<file path="src/logic/lsab_pkg.sv">
package lsab_pkg;

  localparam int NUM_QUEUES      = 4;
  localparam int QUEUE_DEPTH     = 64;  // ram slots per queue
  localparam int QUEUE_CAPACITY  = QUEUE_DEPTH - 1;  // one slot always free
  localparam int NEAR_FULL_LEVEL = 55;
  localparam int WORD_WIDTH      = 32;

  typedef logic [WORD_WIDTH-1:0] word_t;

  typedef logic [$clog2(NUM_QUEUES)-1:0] qsel_t;

  typedef logic [$clog2(QUEUE_DEPTH)-1:0] ptr_t;

  // 0 .. QUEUE_CAPACITY
  typedef logic [$clog2(QUEUE_CAPACITY + 1)-1:0] len_t;

  // queue index on top, slot index below
  typedef logic [$clog2(NUM_QUEUES * QUEUE_DEPTH)-1:0] ram_addr_t;

endpackage

</file>
<file path="src/logic/lsab_ram_if.sv">
interface lsab_ram_if;

  logic                  we;
  lsab_pkg::ram_addr_t   waddr;
  lsab_pkg::word_t       wdata;

  logic                  re;
  lsab_pkg::ram_addr_t   raddr;
  lsab_pkg::word_t       rdata;  // held until next read

  modport writer (
    output we,
    output waddr,
    output wdata
  );

  modport reader (
    output re,
    output raddr,
    input  rdata
  );

  modport mem (
    input  we,
    input  waddr,
    input  wdata,
    input  re,
    input  raddr,
    output rdata
  );

endinterface

</file>
<file path="src/logic/lsab_count_if.sv">
interface lsab_count_if;

  logic                                wr_accept;  // single cycle, already gated
  lsab_pkg::qsel_t                     wr_queue;
  logic                                rd_accept;
  lsab_pkg::qsel_t                     rd_queue;
  logic [lsab_pkg::NUM_QUEUES-1:0]     full;
  logic [lsab_pkg::NUM_QUEUES-1:0]     empty;

  modport producer (
    output wr_accept,
    output wr_queue,
    input  full
  );

  modport consumer (
    output rd_accept,
    output rd_queue,
    input  empty
  );

  modport counter (
    input  wr_accept,
    input  wr_queue,
    input  rd_accept,
    input  rd_queue,
    output full,
    output empty
  );

endinterface

</file>
<file path="src/logic/read_port.sv">
module read_port (
  input  logic                                       CLK,
  input  logic                                       RST,
  input  logic [lsab_pkg::NUM_QUEUES-1:0]            read,
  input  lsab_pkg::qsel_t                            read_queue,
  lsab_ram_if.reader                                 ram,
  lsab_count_if.consumer                             cnt,
  output lsab_pkg::word_t [lsab_pkg::NUM_QUEUES-1:0] data_out
);

  lsab_pkg::ptr_t [lsab_pkg::NUM_QUEUES-1:0] rptr;
  logic                                      accept;
  logic                                      rd_valid;    // rdata is fresh
  lsab_pkg::qsel_t                           rd_queue_d;  // where rdata goes

  assign accept = read[read_queue] && !cnt.empty[read_queue];

  assign ram.re    = accept;
  assign ram.raddr = {read_queue, rptr[read_queue]};

  assign cnt.rd_accept = accept;
  assign cnt.rd_queue  = read_queue;

  always_ff @(posedge CLK) begin
    if (RST) begin
      rptr <= '0;
    end else if (accept) begin
      rptr[read_queue] <= rptr[read_queue] + 1'b1;
    end
  end

  // second stage of the read path, one read may follow another directly
  always_ff @(posedge CLK) begin
    if (RST) begin
      rd_valid   <= 1'b0;
      rd_queue_d <= '0;
    end else begin
      rd_valid   <= accept;
      rd_queue_d <= read_queue;
    end
  end

  always_ff @(posedge CLK) begin
    if (RST) begin
      data_out <= '0;
    end else if (rd_valid) begin
      data_out[rd_queue_d] <= ram.rdata;
    end
  end

endmodule

</file>
<file path="src/flat_wrapper.sv">
// flat-port wrapper written by rule: the top's interface ports become plain ports
module read_port_flat 
  (CLK, RST, read, read_queue, data_out, ram_re, ram_raddr, ram_rdata, cnt_rd_accept, cnt_rd_queue, cnt_empty);
  lsab_ram_if ram_i ();
  lsab_count_if cnt_i ();
  input  logic CLK;
  input  logic RST;
  input  logic [lsab_pkg::NUM_QUEUES-1:0] read;
  input  lsab_pkg::qsel_t read_queue;
  output lsab_pkg::word_t [lsab_pkg::NUM_QUEUES-1:0] data_out;
  output wire logic [$bits(ram_i.re)-1:0] ram_re;
  output wire logic [$bits(ram_i.raddr)-1:0] ram_raddr;
  input wire logic [$bits(ram_i.rdata)-1:0] ram_rdata;
  output wire logic [$bits(cnt_i.rd_accept)-1:0] cnt_rd_accept;
  output wire logic [$bits(cnt_i.rd_queue)-1:0] cnt_rd_queue;
  input wire logic [$bits(cnt_i.empty)-1:0] cnt_empty;
  assign ram_re = ram_i.re;
  assign ram_raddr = ram_i.raddr;
  assign ram_i.rdata = ram_rdata;
  assign cnt_rd_accept = cnt_i.rd_accept;
  assign cnt_rd_queue = cnt_i.rd_queue;
  assign cnt_i.empty = cnt_empty;
  read_port u_core (.CLK(CLK), .RST(RST), .read(read), .read_queue(read_queue), .ram(ram_i), .cnt(cnt_i), .data_out(data_out));
endmodule
</file>
<file path="config.mk">
export PLATFORM = sky130hd
export DESIGN_NAME = read_port_flat
export DESIGN_NICKNAME = d
export VERILOG_FILES = /design/src/logic/lsab_pkg.sv /design/src/logic/lsab_ram_if.sv /design/src/logic/lsab_count_if.sv /design/src/logic/read_port.sv /design/src/flat_wrapper.sv
export SDC_FILE = /design/constraint.sdc
export NUM_CORES = 1
export LEC_CHECK = 0
export BUFFER_PORTS_ARGS = -buffer_cell sky130_fd_sc_hd__buf_2
export CAP_MARGIN = 20
export CORE_ASPECT_RATIO = 0.5
export CORE_UTILIZATION = 30
export CTS_BUF_LIST = sky130_fd_sc_hd__clkbuf_8
export DETAILED_ROUTE_END_ITERATION = 16
export PLACE_DENSITY = 0.62
export REMOVE_ABC_BUFFERS = 1
export SLEW_MARGIN = 20
export SYNTH_ARGS = -nofsm -noshare
export SYNTH_HDL_FRONTEND = slang
export SYNTH_SLANG_ARGS = --single-unit
</file>
<file path="constraint.sdc">
create_clock -name CLK -period 1.6 [get_ports CLK]
set_input_delay 0 -clock CLK [delete_from_list [all_inputs] [get_ports CLK]]
set_output_delay 0 -clock CLK [all_outputs]
set_load 0.05 [all_outputs]
</file>
### Word-level counts from Yosys, hierarchy flattened

Cells that the tools add are included.

| word-level totals | value |
|---|---|
| flip-flop bits (word level) | 155 |
| bits in latches | 0 |
| memory bits (writable) | 0 |
| memory bits (read-only) | 0 |
| input port bits | 44 |
| output and inout port bits | 140 |
| logic and storage cells | 31 |
| memories | 0 |

| cells by class | value |
|---|---|
| $add $sub $neg | 1 |
| multiply operators | 0 |
| divide/modulo/power cells | 0 |
| order comparisons | 4 |
| eq/ne operators | 0 |
| shifts and indexed selects | 0 |
| muxes and demuxes | 12 |
| bitwise operators | 0 |
| reductions and logical operators | 4 |

Operators by type and width:

| operator | count |
|---|---|
| bitwise mux 128 bit | 1 |
| demux 32 bit (select 2 bit) | 1 |
| two-way mux 32 bit | 1 |
| bitwise mux 24 bit | 1 |
| binary-select mux 6 bit (select 2 bit) | 1 |
| demux 6 bit (select 2 bit) | 1 |
| two-way mux 6 bit | 2 |
| adder 6 x 1 -> 6 bit, second input constant | 1 |
| less-than comparator 2 x 3 -> 1 bit, second input constant | 2 |
| binary-select mux 1 bit (select 2 bit) | 2 |
| >= comparator 2 x 1 -> 1 bit, second input constant | 2 |
| logical AND 1 bit | 3 |
| two-way mux 1 bit | 2 |
| zero test 1 bit | 1 |

### Longest topological paths before layout

| logic depth | value |
|---|---|
| word-level depth | 5 |
| mapped depth | 6 |
| depth with buffers taken out | 5 |

### Worst setup path before layout

Ideal clock, no wire load.

| path | value |
|---|---|
| path kind | register -> register |
| from | register u_core.rptr[6] (netlist bit) |
| to | register u_core.rptr[22] (netlist bit) |
| setup time | 0.139 ns |
| arrival time | 1.887 ns |
| data required time | 1.461 ns |
| path slack | -0.426 ns |
| cell stages (with the launch flop) | 6 |
| buffers on the path | 0 |
| path through | dfxtp_1 mux4_1 ha_1 nand3_1 xor2_1 a211oi_1 |

| on the way | value |
|---|---|
| longest elaborated chain between the ends | 4 |

Ends and longest elaborated chain:

| item | RTL line | text |
|---|---|---|
| start, declared | read_port.sv:11 | `lsab_pkg::ptr_t [lsab_pkg::NUM_QUEUES-1:0] rptr;` |
| start signal, assigned by index | read_port.sv:28 | `rptr[read_queue] <= rptr[read_queue] + 1'b1;` |
| binary-select mux 6 bit (select 2 bit) | -- |  |
| two-way mux 6 bit | -- |  |
| via ram_raddr[0] | flat_wrapper.sv:12 | `output wire logic [$bits(ram_i.raddr)-1:0] ram_raddr;` |
| adder 6 x 1 -> 6 bit | read_port.sv:28 |  |
| bitwise mux 24 bit | read_port.sv:28 |  |

The timed path passes the listed nets, and every way through them passes these cells. The select of a mux whose other input is x is not followed.
A chain may end at the register's enable or synchronous reset.

### Worst setup path after layout

| path | value |
|---|---|
| from | register u_core.rptr[17] (netlist bit) |
| to | register u_core.rptr[23] (netlist bit) |

| on the way | value |
|---|---|
| longest elaborated chain between the ends | 4 |

Ends and longest elaborated chain:

| item | RTL line |
|---|---|
| binary-select mux 6 bit (select 2 bit) | read_port.sv:28 |
| two-way mux 6 bit (not written as such) | read_port.sv:28 |
| adder 6 x 1 -> 6 bit | read_port.sv:28 |
| bitwise mux 24 bit | read_port.sv:28 |

Every way passes these cells. The select of a mux whose other input is x is not followed.

==> results.json <==
{
  "die_h_um": 98.64,
  "first_global_vias": 5045,
  "syn_area_um2": 5603,
  "postSynth.asyncResetShare": 0,
  "io-pin-count": 184,
  "drc": 0,
  "violations": "setup timing",
  "nNetsFinal": 929,
  "tns_ns": -0.03219,
  "drt-met1-wl_um": 7602,
  "overflow": 0,
  "rsz0062_at_grt": "yes",
  "fin_ws_ns": -0.01474,
  "diodes": 0,
  "relSlewSlack": 0.6327,
  "crit_path_start": "u_core.rptr[17]",
  "routed_via_density": 4.678,
  "numClockSinks": 155,
  "cts_buffers": 17,
  "yosysSeqAreaShare": 0.5538,
  "reg2regPathDepth": 3,
  "synth_seq_cells": 155,
  "maxSlewViolCount": 0,
  "grt_max_degree": 106,
  "power_density_nw_per_um2": 1015,
  "antenna_found_initial": 0,
  "cts-root-buf": "clkbuf_8",
  "fin_area_um2": 7691,
  "finalPower_mw": 7.804,
  "cts-htree-levels": 4,
  "wl_um": 17020,
  "tightest_slew_ns": 0.5510,
  "first_iter_violations": 281,
  "drive_gt1_frac": 0.3006,
  "dr_total_vias": 5281,
  "wl_met2_um": 8423,
  "synth_cells": 681,
  "crit-reg2reg-launch": "u_core.rptr[17]",
  "coreArea_um2": 17820,
  "route.met3.wl_um": 785,
  "clockBufferDepth": 2,
  "post-route-period-util": 1.009,
  "holdCritStartpoint": "read_queue[0]",
  "dr.max_layer_used": "met4",
  "wl_per_cell_um": 15.07,
  "crit_path_end_kind": "register",
  "power_leakage_nw": 3.128,
  "start_kind": "register",
  "worstPathRequired_ns": 1.94,
  "rows": 34,
  "final_common_cell": "nand2_1",
  "ys.flop_type": "dfxtp_1",
  "worstHoldPathCells": 3,
  "routabilityCongestion": 0.8155,
  "finalSetupViolCount": 5,
  "synth_cell_types": 28,
  "grt_pass1_wl_um": 26990,
  "finalWorstPathRequiredPeriod_ns": 1.615,
  "hold_viol": 0,
  "max_freq_mhz": 619.3,
  "track_usage": 0.1790,
  "dieArea_um2": 19260,
  "portBuffers": 183,
  "cap_viol_max_count": 0,
  "area_growth_syn_to_layout_pct": 37.27,
  "drt_pass1_iterations": 4,
  "worst-path-max-fanout": 4,
  "criticalPathCategory": "register to register",
  "ant_nets": 0,
  "yosysWarnings": 0,
  "start_util": 0.3143,
  "die_width_um": 195.3,
  "vdd_ir_drop_max_v": 0.0004487,
  "syn_area_per_cell_um2": 8.227,
  "place_area_um2": 6842,
  "hpwlAfterDp_um": 10760,
  "worstHoldPathType": "primary input to register",
  "skew_ns": 0.01321,
  "final_cell_mix": "258 x nand2_1, 177 x buf_2, 146 x dfxtp_1, 130 x a21oi_1, 33 x dlygate4sd3_1",
  "cts_tree": "done",
  "clkLatencyLatePin_ns": 0.43,
  "synth_edf_count": 0,
  "utilization": 0.4315,
  "hold-worst-slack_ns": 0.05234,
  "outcome": "finished with violations",
  "worstPathArrival_ns": 1.95,
  "clk_transition_reported_paths_ns": 0.09
}
metrics by stage:
step / instances / setup slack (ns)
2_1_floorplan: 625 / -0.8848
3_3_place_gp: 1064 / -0.09151
3_5_place_dp: 1064 / -0.1343
4_1_cts: 1128 / -0.02285
5_1_grt: 1129 / -0.07777
6_report: 1129 / -0.01474
cell type report:
type	instances	area, µm²
Multi-Input combinational cell	469	2328
Inverter	1	3.754
Clock inverter	13	145.1
Timing Repair Buffer	240	1573
Sequential cell	155	3114
Tap cell	234	292.8
Fill cell	1761	10130
Clock buffer	17	234.0
cell usage after synthesis (2+ instances only):
master / n / area, µm²
nand3_1: 3 / 15.01
a211oi_1: 16 / 120.1
nor2b_1: 4 / 25.02
mux4_1: 5 / 131.4
nor3b_1: 3 / 22.52
mux2i_1: 4 / 40.04
clkbuf_1: 50 / 187.7
xor2_1: 2 / 17.52
a311oi_1: 5 / 43.79
dfxtp_1: 155 / 3103
nand2_1: 258 / 968.4
a21oi_1: 130 / 650.6
buf_4: 6 / 45.04
nor2_1: 25 / 93.84
and3_1: 2 / 12.51
where the power goes:
group / switching, mW / internal [mW]
clock network: 1.54 / 1.39
logic: 0.610 / 0.284
registers: 0.0445 / 3.94
logic make-up after synthesis:
family,synth area share
buffers and inverters,0.04221
AO/OA/AOI/OAI,0.1463
adder cells (fa/ha/maj),0.002233
XOR/XNOR,0.004690
AND/OR/NAND/NOR,0.2162
multiplexers,0.03461
flip-flops,0.5538
final timing paths:
path,endpoint,slack [ns]
min,u_core.rd_queue_d[0],0.05
max reg2reg,u_core.rptr[23],-0.01
max,u_core.rptr[23],-0.01
min reg2reg,u_core.data_out[119],0.45
layer usage:
layer / up-vias / track usage
met5: - / 0
met3: 12 / 0.04244
met2: 127 / 0.3036
met1: 2508 / 0.2275
li1: 2634 / -
met4: 0 / 0.05209
critical path, stage by stage, from the launching register on:
cell	delay [ns]
dfxtp_1	0.33
mux4_2	0.49
or3_4	0.45
a311oi_2	0.25
timing repair:
action	4_1_cts	5_1_grt
pin swaps	4	4
setup buffers	1	1
gates cloned	0	0
resized for setup	28	16
endpoints found under the hold margin	129	0
hold buffers	33	0
setup endpoints to repair	21	19
registers in the layout (all words and copies together) (netlist names):
name               cells
u_core.data_out      128
u_core.rptr           24
u_core.rd_queue_d      2
u_core.rd_valid        1
No activity file was read; power rests on OpenSTA's default activity.
