### config.mk
export PLATFORM = sky130hd
export DESIGN_NAME = queue_occupancy_flat
export DESIGN_NICKNAME = d
export VERILOG_FILES = /design/src/logic/lsab_pkg.sv /design/src/logic/lsab_count_if.sv /design/src/logic/queue_occupancy.sv /design/src/flat_wrapper.sv
export SDC_FILE = /design/constraint.sdc
export NUM_CORES = 1
export LEC_CHECK = 0
export BUFFER_PORTS_ARGS = -buffer_cell sky130_fd_sc_hd__buf_2
export CORE_MARGIN = 2
export CORE_UTILIZATION = 45
export DETAILED_ROUTE_END_ITERATION = 6
export PLACE_DENSITY_LB_ADDON = 0.08
export RECOVER_POWER = 100
export SYNTH_ARGS = -nofsm -noshare
export SYNTH_HDL_FRONTEND = slang
export SYNTH_SLANG_ARGS = --single-unit
### constraint.sdc
create_clock -name CLK -period 4.4 [get_ports CLK]
set_input_delay 0.44 -clock CLK [delete_from_list [all_inputs] [get_ports CLK]]
set_output_delay 0.44 -clock CLK [all_outputs]
set_load 0.05 [all_outputs]
### src/logic/lsab_pkg.sv
package lsab_pkg;

  localparam int NUM_QUEUES      = 4;
  localparam int QUEUE_DEPTH     = 64;  // ram slots per queue
  localparam int QUEUE_CAPACITY  = QUEUE_DEPTH - 1;  // one slot always free
  localparam int NEAR_FULL_LEVEL = 55;
  localparam int WORD_WIDTH      = 32;

  typedef logic [WORD_WIDTH-1:0] word_t;

  typedef logic [$clog2(NUM_QUEUES)-1:0] qsel_t;

  typedef logic [$clog2(QUEUE_DEPTH)-1:0] ptr_t;

  // 0 .. QUEUE_CAPACITY
  typedef logic [$clog2(QUEUE_CAPACITY + 1)-1:0] len_t;

  // queue index on top, slot index below
  typedef logic [$clog2(NUM_QUEUES * QUEUE_DEPTH)-1:0] ram_addr_t;

endpackage

### src/logic/lsab_count_if.sv
interface lsab_count_if;

  logic                                wr_accept;  // single cycle, already gated
  lsab_pkg::qsel_t                     wr_queue;
  logic                                rd_accept;
  lsab_pkg::qsel_t                     rd_queue;
  logic [lsab_pkg::NUM_QUEUES-1:0]     full;
  logic [lsab_pkg::NUM_QUEUES-1:0]     empty;

  modport producer (
    output wr_accept,
    output wr_queue,
    input  full
  );

  modport consumer (
    output rd_accept,
    output rd_queue,
    input  empty
  );

  modport counter (
    input  wr_accept,
    input  wr_queue,
    input  rd_accept,
    input  rd_queue,
    output full,
    output empty
  );

endinterface

### src/logic/queue_occupancy.sv
module queue_occupancy (
  input  logic                            CLK,
  input  logic                            RST,
  lsab_count_if.counter                   cnt,
  output logic [lsab_pkg::NUM_QUEUES-1:0] near_full
);

  lsab_pkg::len_t [lsab_pkg::NUM_QUEUES-1:0] len;
  lsab_pkg::len_t [lsab_pkg::NUM_QUEUES-1:0] len_next;
  logic [lsab_pkg::NUM_QUEUES-1:0]           wr_hit;
  logic [lsab_pkg::NUM_QUEUES-1:0]           rd_hit;

  always_comb begin
    for (int q = 0; q < lsab_pkg::NUM_QUEUES; q++) begin
      wr_hit[q] = cnt.wr_accept && (cnt.wr_queue == lsab_pkg::qsel_t'(q));
      rd_hit[q] = cnt.rd_accept && (cnt.rd_queue == lsab_pkg::qsel_t'(q));
      case ({wr_hit[q], rd_hit[q]})
        2'b10:   len_next[q] = len[q] + 1'b1;
        2'b01:   len_next[q] = len[q] - 1'b1;
        default: len_next[q] = len[q];  // idle, or both at once
      endcase
    end
  end

  // flags come from the next length so they line up with len
  always_ff @(posedge CLK) begin
    if (RST) begin
      len       <= '0;
      cnt.empty <= '1;
      cnt.full  <= '0;
      near_full <= '0;
    end else begin
      len <= len_next;
      for (int q = 0; q < lsab_pkg::NUM_QUEUES; q++) begin
        cnt.empty[q] <= (len_next[q] == '0);
        cnt.full[q]  <= (len_next[q] == lsab_pkg::len_t'(lsab_pkg::QUEUE_CAPACITY));
        near_full[q] <= (len_next[q] >= lsab_pkg::len_t'(lsab_pkg::NEAR_FULL_LEVEL));
      end
    end
  end

endmodule

### src/flat_wrapper.sv
// flat-port wrapper written by rule: the top's interface ports become plain ports
module queue_occupancy_flat 
  (CLK, RST, near_full, cnt_wr_accept, cnt_wr_queue, cnt_rd_accept, cnt_rd_queue, cnt_full, cnt_empty);
  lsab_count_if cnt_i ();
  input  logic CLK;
  input  logic RST;
  output logic [lsab_pkg::NUM_QUEUES-1:0] near_full;
  input wire logic [$bits(cnt_i.wr_accept)-1:0] cnt_wr_accept;
  input wire logic [$bits(cnt_i.wr_queue)-1:0] cnt_wr_queue;
  input wire logic [$bits(cnt_i.rd_accept)-1:0] cnt_rd_accept;
  input wire logic [$bits(cnt_i.rd_queue)-1:0] cnt_rd_queue;
  output wire logic [$bits(cnt_i.full)-1:0] cnt_full;
  output wire logic [$bits(cnt_i.empty)-1:0] cnt_empty;
  assign cnt_i.wr_accept = cnt_wr_accept;
  assign cnt_i.wr_queue = cnt_wr_queue;
  assign cnt_i.rd_accept = cnt_rd_accept;
  assign cnt_i.rd_queue = cnt_rd_queue;
  assign cnt_full = cnt_i.full;
  assign cnt_empty = cnt_i.empty;
  queue_occupancy u_core (.CLK(CLK), .RST(RST), .cnt(cnt_i), .near_full(near_full));
endmodule
### Word level (Yosys, flattened, before mapping)

Index checks and enable logic that the tools add are counted.
W data, S select, Z words.

| operators by class | value |
|---|---|
| add/subtract/negate cells | 8 |
| $lt $le $gt $ge | 4 |
| mux-type cells | 4 |
| reductions and logical operators | 14 |
| eq/ne operators | 18 |

Operators with widths:

| cell | count |
|---|---|
| $pmux W6 S2 | 4 |
| $add A6 B1 Y6 const B | 4 |
| $eq A6 B6 Y1 const B | 4 |
| $ge A6 B6 Y1 const B | 4 |
| $logic_not A6 Y1 | 4 |
| $sub A6 B1 Y6 const B | 4 |
| $eq A2 B2 Y1 const B | 8 |
| $eq A2 B1 Y1 const B | 6 |
| $logic_and A1 B1 Y1 | 8 |
| $logic_not A2 Y1 | 2 |

| storage, ports and cells | value |
|---|---|
| word-level logic and storage cells | 55 |
| flip-flop bits (word level) | 36 |
| output and inout bits | 12 |

### Logic depth before layout (Yosys ltp)

| depth | value |
|---|---|
| depth in word-level cells | 5 |
| depth in mapped cells | 11 |
| depth with buffers taken out | 10 |

### Least setup slack after synthesis

No wires, ideal clock.

| timing path | value |
|---|---|
| path type | input -> register |
| start | input port cnt_wr_queue[1] |
| end | register u_core.near_full[0] (netlist bit) |
| arrival time | 2641 ps |
| slack | 1656 ps |
| library setup time | 103 ps |
| cell stages on the path | 10 |
| buffers on the path | 1 |
| cell sequence | or3b_2 -> ha_1 -> clkbuf_1 -> xor2_1 -> ha_1 -> a21oi_1 -> mux2i_1 -> xor2_1 -> a21o_1 -> a2111oi_2 |

| on the way | value |
|---|---|
| word-level cells in the longest chain between the ends | 5 |

Ends and longest elaborated chain:

| what | line | text |
|---|---|---|
| start: declaration | flat_wrapper.sv:9 | `input wire logic [$bits(cnt_i.wr_queue)-1:0] cnt_wr_queue;` |
| $logic_not A2 Y1 (*) | queue_occupancy.sv:15 | `wr_hit[q] = cnt.wr_accept && (cnt.wr_queue == lsab_pkg::qsel_t'(q));` |
| $logic_and A1 B1 Y1 (*) | queue_occupancy.sv:15 |  |
| $eq A2 B1 Y1 / $eq A2 B2 Y1 (equally long branches) | queue_occupancy.sv:17 | `case ({wr_hit[q], rd_hit[q]})` |
| $pmux W6 S2 (*) | queue_occupancy.sv:17 |  |
| $ge A6 B6 Y1 (*) | queue_occupancy.sv:37 | `near_full[q] <= (len_next[q] >= lsab_pkg::len_t'(lsab_pkg::NEAR_FULL_LEVEL));` |
| end signal: indexed assignment | queue_occupancy.sv:37 |  |
| end: declaration | queue_occupancy.sv:5 | `output logic [lsab_pkg::NUM_QUEUES-1:0] near_full` |

Mark *: on every way between the ends. The rest lies on a longest branch, timed or not.
A chain may end at the register's enable or synchronous reset.

### Worst setup path in the final report

| timing path | value |
|---|---|
| start | input port cnt_rd_queue[1] |
| end | register u_core.near_full[0] (netlist bit) |

| on the way | value |
|---|---|
| word-level cells in the longest chain between the ends | 5 |

Ends and longest elaborated chain:

| what | line | text |
|---|---|---|
| start: declaration | flat_wrapper.sv:11 | `input wire logic [$bits(cnt_i.rd_queue)-1:0] cnt_rd_queue;` |
| $logic_not A2 Y1 (*) | queue_occupancy.sv:16 | `rd_hit[q] = cnt.rd_accept && (cnt.rd_queue == lsab_pkg::qsel_t'(q));` |
| $logic_and A1 B1 Y1 (*) | queue_occupancy.sv:16 |  |
| $eq A2 B1 Y1 / $eq A2 B2 Y1 (equally long branches) | queue_occupancy.sv:17 |  |
| $pmux W6 S2 (*) | queue_occupancy.sv:17 |  |
| $ge A6 B6 Y1 (*) | queue_occupancy.sv:37 |  |

Marks and branches as above.

==> impl_metrics.tcl <==
set metrics [dict create \
    synth_cell_types 48 \
    synth_area_sq_mm 0.00261 \
    clkPwrFrac_pct 28.3 \
    maxSlewViolCount 0 \
    min_from "u_core.len[23]" \
    cts_buffers 5 \
    holdBufCountCts 0 \
    post-dp-hpwl_um 3710 \
    ys_ff_latch 36 \
    r2r-end "u_core.near_full[3]" \
    drt-total-wl_um 5220 \
    reg2reg_from "u_core.len[20]" \
    synth_top_cell_area_share_pct 27.7 \
    vias 2163 \
    num_antenna_cells 0 \
    grt_pass1_vias 1986 \
    ant_nets 0 \
    drcViolationCount 0 \
    postSynthAreaPerCell_sq_um 8.38 \
    synth-async-reset-ratio_pct 0 \
    skew_ns 0.00873 \
    critPathRequiredTime_ns 4.56 \
    tns_ns 0 \
    r2r_setup_slack_ns 2.04 \
    ir_worst_vdd_mv 0.146 \
    cp.arrival_ns 3.01 \
    end_kind "flop" \
    grt_pass1_wl_um 9320 \
    synth_cells 311 \
    numPortBuffers 19 \
    clk-insertion-delay-late_ns 0.28 \
    vias_per_cell 5.66 \
    clk_path_buf_depth 2 \
    powerDensity_mw_per_mm2 294 \
    place_ws_ns 1.31 \
    drt_iter0_drc 117 \
    dpl_cell_area_sq_mm 0.00266 \
    io_pins 20 \
    cts_tree "done" \
    fp.coreArea_sq_mm 0.00554 \
    crit_fanout 11 \
    num_rows 27 \
    hold_ws_ns 0.575 \
    power_switching_w 0.000259 \
    start_util_pct 47.0 \
    worstHoldEndpoint "u_core.len[23]" \
    syn_to_final_growth_pct 3.02 \
    hold_path_depth 2 \
    cap_viol_max_count 0 \
    clk_pin_slew_ns 0.08 \
    worst_pin_slew_ns 0.600 \
    critical_path_class "in2reg" \
    finalCriticalPeriod_ns 2.85 \
    cts_setup_buffers 0 \
    r2r_cells 5 \
    synth_ff_type "dfxtp_1" \
    synth_edf_count 0 \
    wl_per_cell_um 13.7 \
    min_period_over_period_pct 64.8 \
    cts_sinks 36 \
    fin_ws_ns 1.55 \
    yosys.area.top_type "dfxtp_1" \
    swShare_pct 32.9 \
    sequentialPowerShare_pct 48.4 \
    syn-num-nets 331 \
    drt_first_pass_iters 4 \
    routabilityCongestion 0.785 \
    synthTopCellsByArea "dfxtp_1 (28%), ha_1 (5.8%), nor2_1 (4.5%), a21oi_1 (4.4%), xor2_1 (3.7%)" \
    grt_antenna_before_repair 0 \
    seq_area_frac_synth_pct 27.7 \
    outcome "complete, no violations" \
    combPwrFrac_pct 23.3 \
    die_area_sq_mm 0.00642 \
    grt_use_total_pct 18.1 \
    ctsHtreeMaxLevel 2 \
    drive_gt1_share_pct 6.45 \
    die_w_um 80.1 \
    grt_overflow 0 \
    hold_viol 0 \
    cp-start-kind "primary input" \
    p_int_w 0.000529 \
    relSlewSlack_pct 60.2 \
    final_area_sq_mm 0.00269 \
    p_leak_nw 0.959 \
    rsz0062_at_grt "false" \
    clockRootBuffer "clkbuf_8" \
    post_cts_resized 0 \
    worst_hold_path_type "reg2reg" \
    die_y_um 80.1 \
    nNetsFinal 330 \
    grt_start_max_net_pins 31 \
    finalSetupViolCount 0 \
    fmax_mhz 351 \
    power_w 0.000788 \
    ys_warn_count 0 \
]
## sequential cells by signal (all words and copies together) (netlist names)
name              count
u_core.near_full      4
u_core.cnt.empty      4
u_core.len           24
u_core.cnt.full       4
## cell usage after synthesis (7+ instances only)
master and count:
a21oi_1 23, clkbuf_1 18, dfxtp_1 36, ha_1 12, inv_1 8, mux2i_1 8
nand2_1 10, nand2b_1 11, nand3_1 13, nand3b_1 8, nor2_1 31, nor2b_1 7
nor4_1 7, o21ai_0 9, xnor2_1 8, xor2_1 11
## layout by cell type, fill, tap and decap left out, drive strengths merged, types with 6 or more instances in the layout
master,count
ha,12
nor4b,6
nor2b,7
or4b,6
a31oi,7
nor2,31
nand3,13
nand2,10
dfxtp,36
xor2,11
clkbuf,20
nor4,7
nand3b,8
mux2i,8
a21oi,23
inv,8
xnor2,8
o21ai,10
nand2b,11
## per-layer routing
layer	routed length (um)	track usage, %
met5	0	0
met4	47	5.59
met3	176	3.26
met2	2310	28.7
met1	2690	25.0
## power groups by stage
stage | Sequential, W | Combinational (W) | Clock, W
floorplan | 0.000394 | 0.000149 | 0
global placement | 0.000389 | 0.000190 | 0
detailed placement | 0.000389 | 0.000190 | 0
CTS | 0.000381 | 0.000191 | 0.000231
global route | 0.000387 | 0.000206 | 0.000248
finish | 0.000382 | 0.000184 | 0.000223
## kinds of logic (layout without fill, tap and decap cells)
family,Yosys count,count (layout),share of synthesized area (%)
flip-flops,36,36,27.7
adder cells (fa/ha/maj),12,12,5.76
AND/OR/NAND/NOR,129,129,30.5
XOR/XNOR,19,19,6.39
multiplexers,8,8,3.07
buffers and inverters,35,34,6.10
AO/OA/AOI/OAI,72,72,20.5
## cell type report
class / instances / area (sq um)
Clock buffer: 5 / 68.8
Clock inverter: 2 / 12.5
Inverter: 8 / 30.0
Timing Repair Buffer: 19 / 76.3
Fill cell: 572 / 2860
Multi-Input combinational cell: 240 / 1690
Tap cell: 72 / 90.1
Sequential cell: 36 / 721
## critical path, stage by stage
cell and delay [ns]:
buf_2 0.11, nor3b_1 0.33, ha_1 0.41, or4b_1 0.52, or4b_4 0.52, a31oi_4 0.17, xnor2_1 0.13, a2111oi_0 0.38
## worst max path at each step
stage	start	endpoint	slack, ns	cells after the start
finish	cnt_rd_queue[1]	u_core.near_full[0]	1.55	8
global route	cnt_rd_queue[1]	u_core.near_full[0]	1.20	8
CTS	cnt_wr_queue[1]	u_core.cnt.full[0]	1.61	10
detailed placement	cnt_wr_queue[1]	u_core.cnt.full[0]	1.31	10
global placement	cnt_rd_queue[1]	u_core.near_full[0]	1.34	8
floorplan	cnt_wr_queue[1]	u_core.near_full[0]	1.66	10
## metrics by stage
| stage | std cells | utilization [%] |
|---|---|---|
| 3_5_place_dp | 375 | 48.1 |
| 6_report | 382 | 48.5 |
| 5_1_grt | 382 | 48.5 |
| 4_1_cts | 382 | 49.5 |
| 2_1_floorplan | 311 | - |
| 3_3_place_gp | 375 | 48.1 |
Note: power is estimated with default switching activity, not from simulation.
