===== config.mk =====
export PLATFORM = sky130hd
export DESIGN_NAME = write_port_flat
export DESIGN_NICKNAME = d
export VERILOG_FILES = /design/src/logic/lsab_pkg.sv /design/src/logic/lsab_ram_if.sv /design/src/logic/lsab_count_if.sv /design/src/logic/write_port.sv /design/src/flat_wrapper.sv
export SDC_FILE = /design/constraint.sdc
export NUM_CORES = 1
export LEC_CHECK = 0
export ABC_AREA = 0
export ABC_CLOCK_PERIOD_IN_PS = 2400
export BUFFER_PORTS_ARGS = -buffer_cell sky130_fd_sc_hd__clkbuf_2
export CORE_MARGIN = 2
export CORE_UTILIZATION = 40
export DETAILED_ROUTE_END_ITERATION = 12
export GPL_ROUTABILITY_DRIVEN = 0
export PLACE_DENSITY = 0.76
export SLEW_MARGIN = 0
export SYNTH_ARGS = -nofsm -noshare
export SYNTH_HDL_FRONTEND = slang
export SYNTH_SLANG_ARGS = --single-unit

===== constraint.sdc =====
create_clock -name CLK -period 2.4 [get_ports CLK]
set_input_delay 0.12 -clock CLK [delete_from_list [all_inputs] [get_ports CLK]]
set_output_delay 0.12 -clock CLK [all_outputs]
set_load 0.03 [all_outputs]

===== src/logic/lsab_pkg.sv =====
package lsab_pkg;

  localparam int NUM_QUEUES      = 4;
  localparam int QUEUE_DEPTH     = 64;  // ram slots per queue
  localparam int QUEUE_CAPACITY  = QUEUE_DEPTH - 1;  // one slot always free
  localparam int NEAR_FULL_LEVEL = 55;
  localparam int WORD_WIDTH      = 32;

  typedef logic [WORD_WIDTH-1:0] word_t;

  typedef logic [$clog2(NUM_QUEUES)-1:0] qsel_t;

  typedef logic [$clog2(QUEUE_DEPTH)-1:0] ptr_t;

  // 0 .. QUEUE_CAPACITY
  typedef logic [$clog2(QUEUE_CAPACITY + 1)-1:0] len_t;

  // queue index on top, slot index below
  typedef logic [$clog2(NUM_QUEUES * QUEUE_DEPTH)-1:0] ram_addr_t;

endpackage


===== src/logic/lsab_ram_if.sv =====
interface lsab_ram_if;

  logic                  we;
  lsab_pkg::ram_addr_t   waddr;
  lsab_pkg::word_t       wdata;

  logic                  re;
  lsab_pkg::ram_addr_t   raddr;
  lsab_pkg::word_t       rdata;  // held until next read

  modport writer (
    output we,
    output waddr,
    output wdata
  );

  modport reader (
    output re,
    output raddr,
    input  rdata
  );

  modport mem (
    input  we,
    input  waddr,
    input  wdata,
    input  re,
    input  raddr,
    output rdata
  );

endinterface


===== src/logic/lsab_count_if.sv =====
interface lsab_count_if;

  logic                                wr_accept;  // single cycle, already gated
  lsab_pkg::qsel_t                     wr_queue;
  logic                                rd_accept;
  lsab_pkg::qsel_t                     rd_queue;
  logic [lsab_pkg::NUM_QUEUES-1:0]     full;
  logic [lsab_pkg::NUM_QUEUES-1:0]     empty;

  modport producer (
    output wr_accept,
    output wr_queue,
    input  full
  );

  modport consumer (
    output rd_accept,
    output rd_queue,
    input  empty
  );

  modport counter (
    input  wr_accept,
    input  wr_queue,
    input  rd_accept,
    input  rd_queue,
    output full,
    output empty
  );

endinterface


===== src/logic/write_port.sv =====
module write_port (
  input  logic             CLK,
  input  logic             RST,
  input  logic             write,
  input  lsab_pkg::qsel_t  write_queue,
  input  lsab_pkg::word_t  data_in,
  lsab_ram_if.writer       ram,
  lsab_count_if.producer   cnt
);

  lsab_pkg::ptr_t [lsab_pkg::NUM_QUEUES-1:0] wptr;
  logic                                      accept;

  assign accept = write && !cnt.full[write_queue];  // dropped when full

  assign ram.we    = accept;
  assign ram.waddr = {write_queue, wptr[write_queue]};
  assign ram.wdata = data_in;

  assign cnt.wr_accept = accept;
  assign cnt.wr_queue  = write_queue;

  // pointer wraps inside the queue's slice of the ram
  always_ff @(posedge CLK) begin
    if (RST) begin
      wptr <= '0;
    end else if (accept) begin
      wptr[write_queue] <= wptr[write_queue] + 1'b1;
    end
  end

endmodule


===== src/flat_wrapper.sv =====
// flat-port wrapper written by rule: the top's interface ports become plain ports
module write_port_flat 
  (CLK, RST, write, write_queue, data_in, ram_we, ram_waddr, ram_wdata, cnt_wr_accept, cnt_wr_queue, cnt_full);
  lsab_ram_if ram_i ();
  lsab_count_if cnt_i ();
  input  logic CLK;
  input  logic RST;
  input  logic write;
  input  lsab_pkg::qsel_t write_queue;
  input  lsab_pkg::word_t data_in;
  output wire logic [$bits(ram_i.we)-1:0] ram_we;
  output wire logic [$bits(ram_i.waddr)-1:0] ram_waddr;
  output wire logic [$bits(ram_i.wdata)-1:0] ram_wdata;
  output wire logic [$bits(cnt_i.wr_accept)-1:0] cnt_wr_accept;
  output wire logic [$bits(cnt_i.wr_queue)-1:0] cnt_wr_queue;
  input wire logic [$bits(cnt_i.full)-1:0] cnt_full;
  assign ram_we = ram_i.we;
  assign ram_waddr = ram_i.waddr;
  assign ram_wdata = ram_i.wdata;
  assign cnt_wr_accept = cnt_i.wr_accept;
  assign cnt_wr_queue = cnt_i.wr_queue;
  assign cnt_i.full = cnt_full;
  write_port u_core (.CLK(CLK), .RST(RST), .write(write), .write_queue(write_queue), .data_in(data_in), .ram(ram_i), .cnt(cnt_i));
endmodule

# Word level (Yosys, flattened, before mapping)

Cells that the tools add are included.

$add $sub $neg: 1
$lt $le $gt $ge: 2
Mux-type cells: 7
Reduce and logical (&&, ||, !) cells: 3

Operators with widths:

| kind                                                               | number |
|---|---|
| bitwise mux 24 bit                                                 | 1 |
| binary-select mux 6 bit (select 2 bit)                             | 1 |
| demux 6 bit (select 2 bit)                                         | 1 |
| 2-to-1 mux 6 bit                                                   | 2 |
| adder 6 x 1 -> 6 bit (second input constant)                       | 1 |
| < comparator 2 x 3 -> 1 bit (second input constant)                | 1 |
| binary-select mux 1 bit (select 2 bit)                             | 1 |
| greater-or-equal comparator 2 x 1 -> 1 bit (second input constant) | 1 |
| logical AND 1 bit                                                  | 2 |
| logical NOT 1 bit                                                  | 1 |
| 2-to-1 mux 1 bit                                                   | 1 |

Flip-flop bits (word level): 24
Input bits: 41
Output and inout port bits: 44
Word-level logic and storage cells: 17

# Depth between registers and ports, before layout

Depth in word-level cells: 5
Depth in mapped cells: 6
Gate-level depth less buffers: 5

# Worst setup path before layout

OpenSTA, ideal clock, no wires.

Kind: register to register
Start point: register u_core.wptr[6] in the netlist's numbering
End point: register u_core.wptr[22] in the netlist's numbering
Library setup time: 0.139 ns
Data arrival time: 1.767 ns
Data required time: 2.261 ns
Slack: 0.494 ns
Stages on the path, launching flop included: 6
Path buffers: 0
Period minus slack after synthesis: 1.906 ns
Cells stage by stage: dfxtp_1 > mux4_1 > ha_1 > nand3_1 > xor2_1 > a211oi_1

Cells in the longest elaborated chain, start to end: 4

RTL lines:

| item                                   | line               | text |
|---|---|---|
| start, declared                        | write_port.sv:11   | `lsab_pkg::ptr_t [lsab_pkg::NUM_QUEUES-1:0] wptr;` |
| start signal, assigned by index        | write_port.sv:28   | `wptr[write_queue] <= wptr[write_queue] + 1'b1;` |
| binary-select mux 6 bit (select 2 bit) | --                 |  |
| 2-to-1 mux 6 bit                       | --                 |  |
| net ram_waddr[0]                       | flat_wrapper.sv:12 | `output wire logic [$bits(ram_i.waddr)-1:0] ram_waddr;` |
| adder 6 x 1 -> 6 bit                   | write_port.sv:28   |  |
| bitwise mux 24 bit                     | write_port.sv:28   |  |

The timed path passes the listed nets, and every way through them passes these cells. The select of a mux whose other input is x is not followed.
A chain may end at the register's enable or synchronous reset.

# Worst setup path in the final report

Start point: register u_core.wptr[6] in the netlist's numbering
End point: register u_core.wptr[16] in the netlist's numbering

Cells in the longest elaborated chain, start to end: 4

RTL lines:

| item                                   | line |
|---|---|
| binary-select mux 6 bit (select 2 bit) | write_port.sv:28 |
| 2-to-1 mux 6 bit (not written as such) | write_port.sv:28 |
| adder 6 x 1 -> 6 bit                   | write_port.sv:28 |
| bitwise mux 24 bit                     | write_port.sv:28 |

Every way passes these cells. The select of a mux whose other input is x is not followed.

==> summary.txt <==
ROUTE
--------------------------------------------------------------------------------------
Detailed Route Iter0 Violations                                                     96
Sum of routed wire length over all layers                                      2650 um
Routed WL per cell                                                             14.2 um
Via density per instance                                                          5.36
Total via count after detailed routing                                            1002
Antenna violation net count after detailed routing                                   0
Remaining DRCs                                                                       0
Number of detailed-routing iterations run before antenna repair                      4

CELLS AND AREA
--------------------------------------------------------------------------------------
Most flop-heavy register                                                   u_core.wptr
Layout area overhead                                                            -4.45%
Ant diodes                                                                           0
Area occupied by registers                                                    480 um^2
Fillers                                                                            370
Top Registers                                                             u_core.wptr x24
Multi-input logic area                                                        691 um^2
Number of standard cells in the final layout excluding fillers                     187
Proportion of layout cells with a drive suffix above 1                           26.6%
Final-stage net count                                                              182
Max reg flops                                                                       24

YOSYS
--------------------------------------------------------------------------------------
Netlist area before placement                                                1490 um^2
Post-synthesis area per instance                                             9.49 um^2
Number of flip-flops and latches in the synthesized netlist                         24
Number of distinct standard cells referenced by the synthesized netlist             26
Number of nets in the synthesized netlist                                          199
Sequential area share after synthesis                                            32.2%
Yosys warnings                                                                       0
Count of mapped cells out of synthesis                                             157

CTS
--------------------------------------------------------------------------------------
Setup repair bufs after CTS                                                          0
Number of buffers on the longest clock path                                          2
Number of clock sinks seen by CTS                                                   24
Library cell used as clock root buffer                                    sky130_fd_sc_hd__clkbuf_8
Later-pin clock latency in the skew report                                     0.27 ns
Num CTS Buffers                                                                      3
Clk slew on worst S/H paths                                                    0.09 ns
TritonCTS clock tree                                                             built
H-tree levels                                                                        1
Post_cts resized                                                                     0
Hold buffers post-CTS                                                                0

PLACED DESIGN
--------------------------------------------------------------------------------------
Port Buffer Count                                                                   20
Inst Count DP                                                                      183
Post-DP HPWL                                                                   1870 um

FLOORPLAN
--------------------------------------------------------------------------------------
Starting density of the core                                                     41.0%
Placeable core region                                                        3630 um^2
IO Count                                                                            85
Die Footprint                                                                4230 um^2
Number of cell rows                                                                 22
Die Wd                                                                         65.0 um
Chip height                                                                    65.0 um

PWR
--------------------------------------------------------------------------------------
Leakage power                                                                 0.517 nW
Peak supply drop                                                                246 uV
Cell area power density                                                    551 nW/um^2

SETUP PATH
--------------------------------------------------------------------------------------
Data required, critical path                                                   2.53 ns
Critical-path maximum fanout                                                         4
Worst endpoint data arrival time                                               1.87 ns
R2r setup slk                                                                  0.66 ns
Critical Path Sink                                                        u_core.wptr[16]
Path depth of the worst reg2reg path                                                 5
Crit path from                                                            u_core.wptr[6]
CP Launch Type                                                                    flop
Type of destination of the critical path                                          flop
Endpoint of the lowest-slack register-to-register path                    u_core.wptr[16]
Crit path kind                                                            flop to flop
Startpoint of the worst-slack reg-to-reg timing path                      u_core.wptr[6]

STA
--------------------------------------------------------------------------------------
RSZ-0062 raised after global routing                                                no
Part of the cycle the worst path needs                                           72.5%
Setup tns final                                                                   0 ns
Worst slew margin relative to its limit                                          60.4%
Tightest Pin Transition                                                       0.594 ns
Number of endpoints with negative hold slack in the final report                     0
Tmin final                                                                     1.74 ns
Final count of pins violating max slew                                               0
Final number of setup-violating endpoints                                            0
Final worst clock skew                                                      0.00967 ns
Max Clk Rate                                                                   575 MHz

GRT
--------------------------------------------------------------------------------------
All-Layer GR Usage                                                               13.7%
Antenna violations before repair                                                     0
Wire length of the first global-routing pass                                   4480 um
Total congestion overflow after global routing                                       0
Vias in the first global route                                                     945
Largest net degree at the start of global routing                                   31

STATUS
--------------------------------------------------------------------------------------
Result of the run                                                         finished, final reports clean

JOB
--------------------------------------------------------------------------------------
Max-cap violations                                                                   0

WORST HOLD PATH
--------------------------------------------------------------------------------------
Worst min-delay path category                                             input pin to output pin

-- placed cells by master, fill, tap and decap left out --
cell type	synthesis	layout
sky130_fd_sc_hd__nand2b_1	2	2
sky130_fd_sc_hd__nand3_1	10	10
sky130_fd_sc_hd__nand2_1	1	1
sky130_fd_sc_hd__clkbuf_2	0	20
sky130_fd_sc_hd__nor4b_2	0	1
sky130_fd_sc_hd__clkbuf_8	0	4
sky130_fd_sc_hd__nor3b_1	4	4
sky130_fd_sc_hd__nor2_1	20	20
sky130_fd_sc_hd__mux4_2	5	5
sky130_fd_sc_hd__xor2_1	2	2
sky130_fd_sc_hd__and4b_1	1	1
sky130_fd_sc_hd__dfxtp_1	24	24
sky130_fd_sc_hd__and4bb_1	1	1
sky130_fd_sc_hd__buf_4	37	5
sky130_fd_sc_hd__xnor2_1	1	1
sky130_fd_sc_hd__nor2b_1	5	5
sky130_fd_sc_hd__a31oi_1	4	4
sky130_fd_sc_hd__ha_1	1	1
sky130_fd_sc_hd__or4b_1	2	2
sky130_fd_sc_hd__nand3_2	1	1
sky130_fd_sc_hd__mux2i_1	4	4
sky130_fd_sc_hd__nor4bb_2	0	1
sky130_fd_sc_hd__or4_1	2	2
sky130_fd_sc_hd__a211oi_1	16	16
sky130_fd_sc_hd__mux4_1	2	2
-- worst min-delay path by stage --
stage	startpoint	end	slack, ns	cells past startpoint
floorplan	RST	u_core.wptr[23]	0.33	3
global placement	data_in[10]	ram_wdata[10]	0.24	0
detailed placement	data_in[10]	ram_wdata[10]	0.24	0
CTS	data_in[10]	ram_wdata[10]	0.24	0
global route	data_in[27]	ram_wdata[27]	0.24	0
finish	data_in[0]	ram_wdata[0]	0.24	0
-- critical path, cell delays in order (launching register included) --
cell	delay [ns]
sky130_fd_sc_hd__dfxtp_1	0.31
sky130_fd_sc_hd__mux4_1	0.52
sky130_fd_sc_hd__ha_1	0.24
sky130_fd_sc_hd__nand3_1	0.09
sky130_fd_sc_hd__xor2_1	0.32
sky130_fd_sc_hd__a211oi_1	0.13
-- area by class of cell --
type	instances	area share [%]
Timing Repair Buffer	25	9.67
Sequential cell	24	33.7
Tap cell	48	4.22
Multi-Input combinational cell	86	48.5
Clock buffer	4	3.87
-- where the power goes --
part / internal (W) / total, W / leakage (nW) / switching (W)
combinational: 0.0000377 / 0.000101 / 0.294 / 0.0000631
sequential: 0.000407 / 0.000412 / 0.194 / 0.00000444
clock: 0.000146 / 0.000273 / 0.0288 / 0.000126
-- logic make-up after synthesis --
group	share of synthesized area [%]
buffers and inverters	22.3
AOI/OAI and AO/OA	9.74
adders and majority gates	0.839
xor gates and xnor gates	1.76
DFF	32.2
and+or+nand+nor	19.4
muxes	13.8
-- stage by stage --
stage / hold WS, ns / power [W] / instance area (um^2) / util (%) / setup WS, ns
floorplan: 0.334 / 0.000599 / 1490 / - / 0.494
global placement: 0.240 / 0.000521 / 1370 / 37.7 / 0.460
CTS: 0.240 / 0.000796 / 1420 / 39.2 / 0.650
finish: 0.240 / 0.000785 / 1420 / 39.2 / 0.661
global route: 0.240 / 0.000824 / 1420 / 39.2 / 0.581
detailed placement: 0.240 / 0.000522 / 1370 / 37.7 / 0.402
-- cells in the mapped netlist, drive strengths merged --
cell type / instances / share of area, %
xor2: 2 / 1.2
or4: 2 / 1.0
mux2i: 4 / 2.7
mux4: 7 / 11
a211oi: 16 / 8.1
nand2: 1 / 0.25
dfxtp: 24 / 32
nand2b: 2 / 0.84
nor4b: 1 / 0.59
and4bb: 1 / 0.84
buf: 40 / 20
nor2b: 5 / 2.1
xnor2: 1 / 0.59
nor4bb: 1 / 0.67
nor3b: 4 / 2.0
nand3: 11 / 4.0
ha: 1 / 0.84
nor2: 20 / 5.0
and4b: 1 / 0.67
a31oi: 4 / 1.7
clkbuf: 7 / 1.8
or4b: 2 / 1.3
-- per-layer routing --
metal	global-route usage, %	vias up	routed length [um]
met1	16.6	479	1160
met4	4.69	0	29
met5	0	-	0
met2	22.3	26	1280
met3	5.03	6	186
li1	-	491	-
Note: power is estimated with default switching activity, not from simulation.
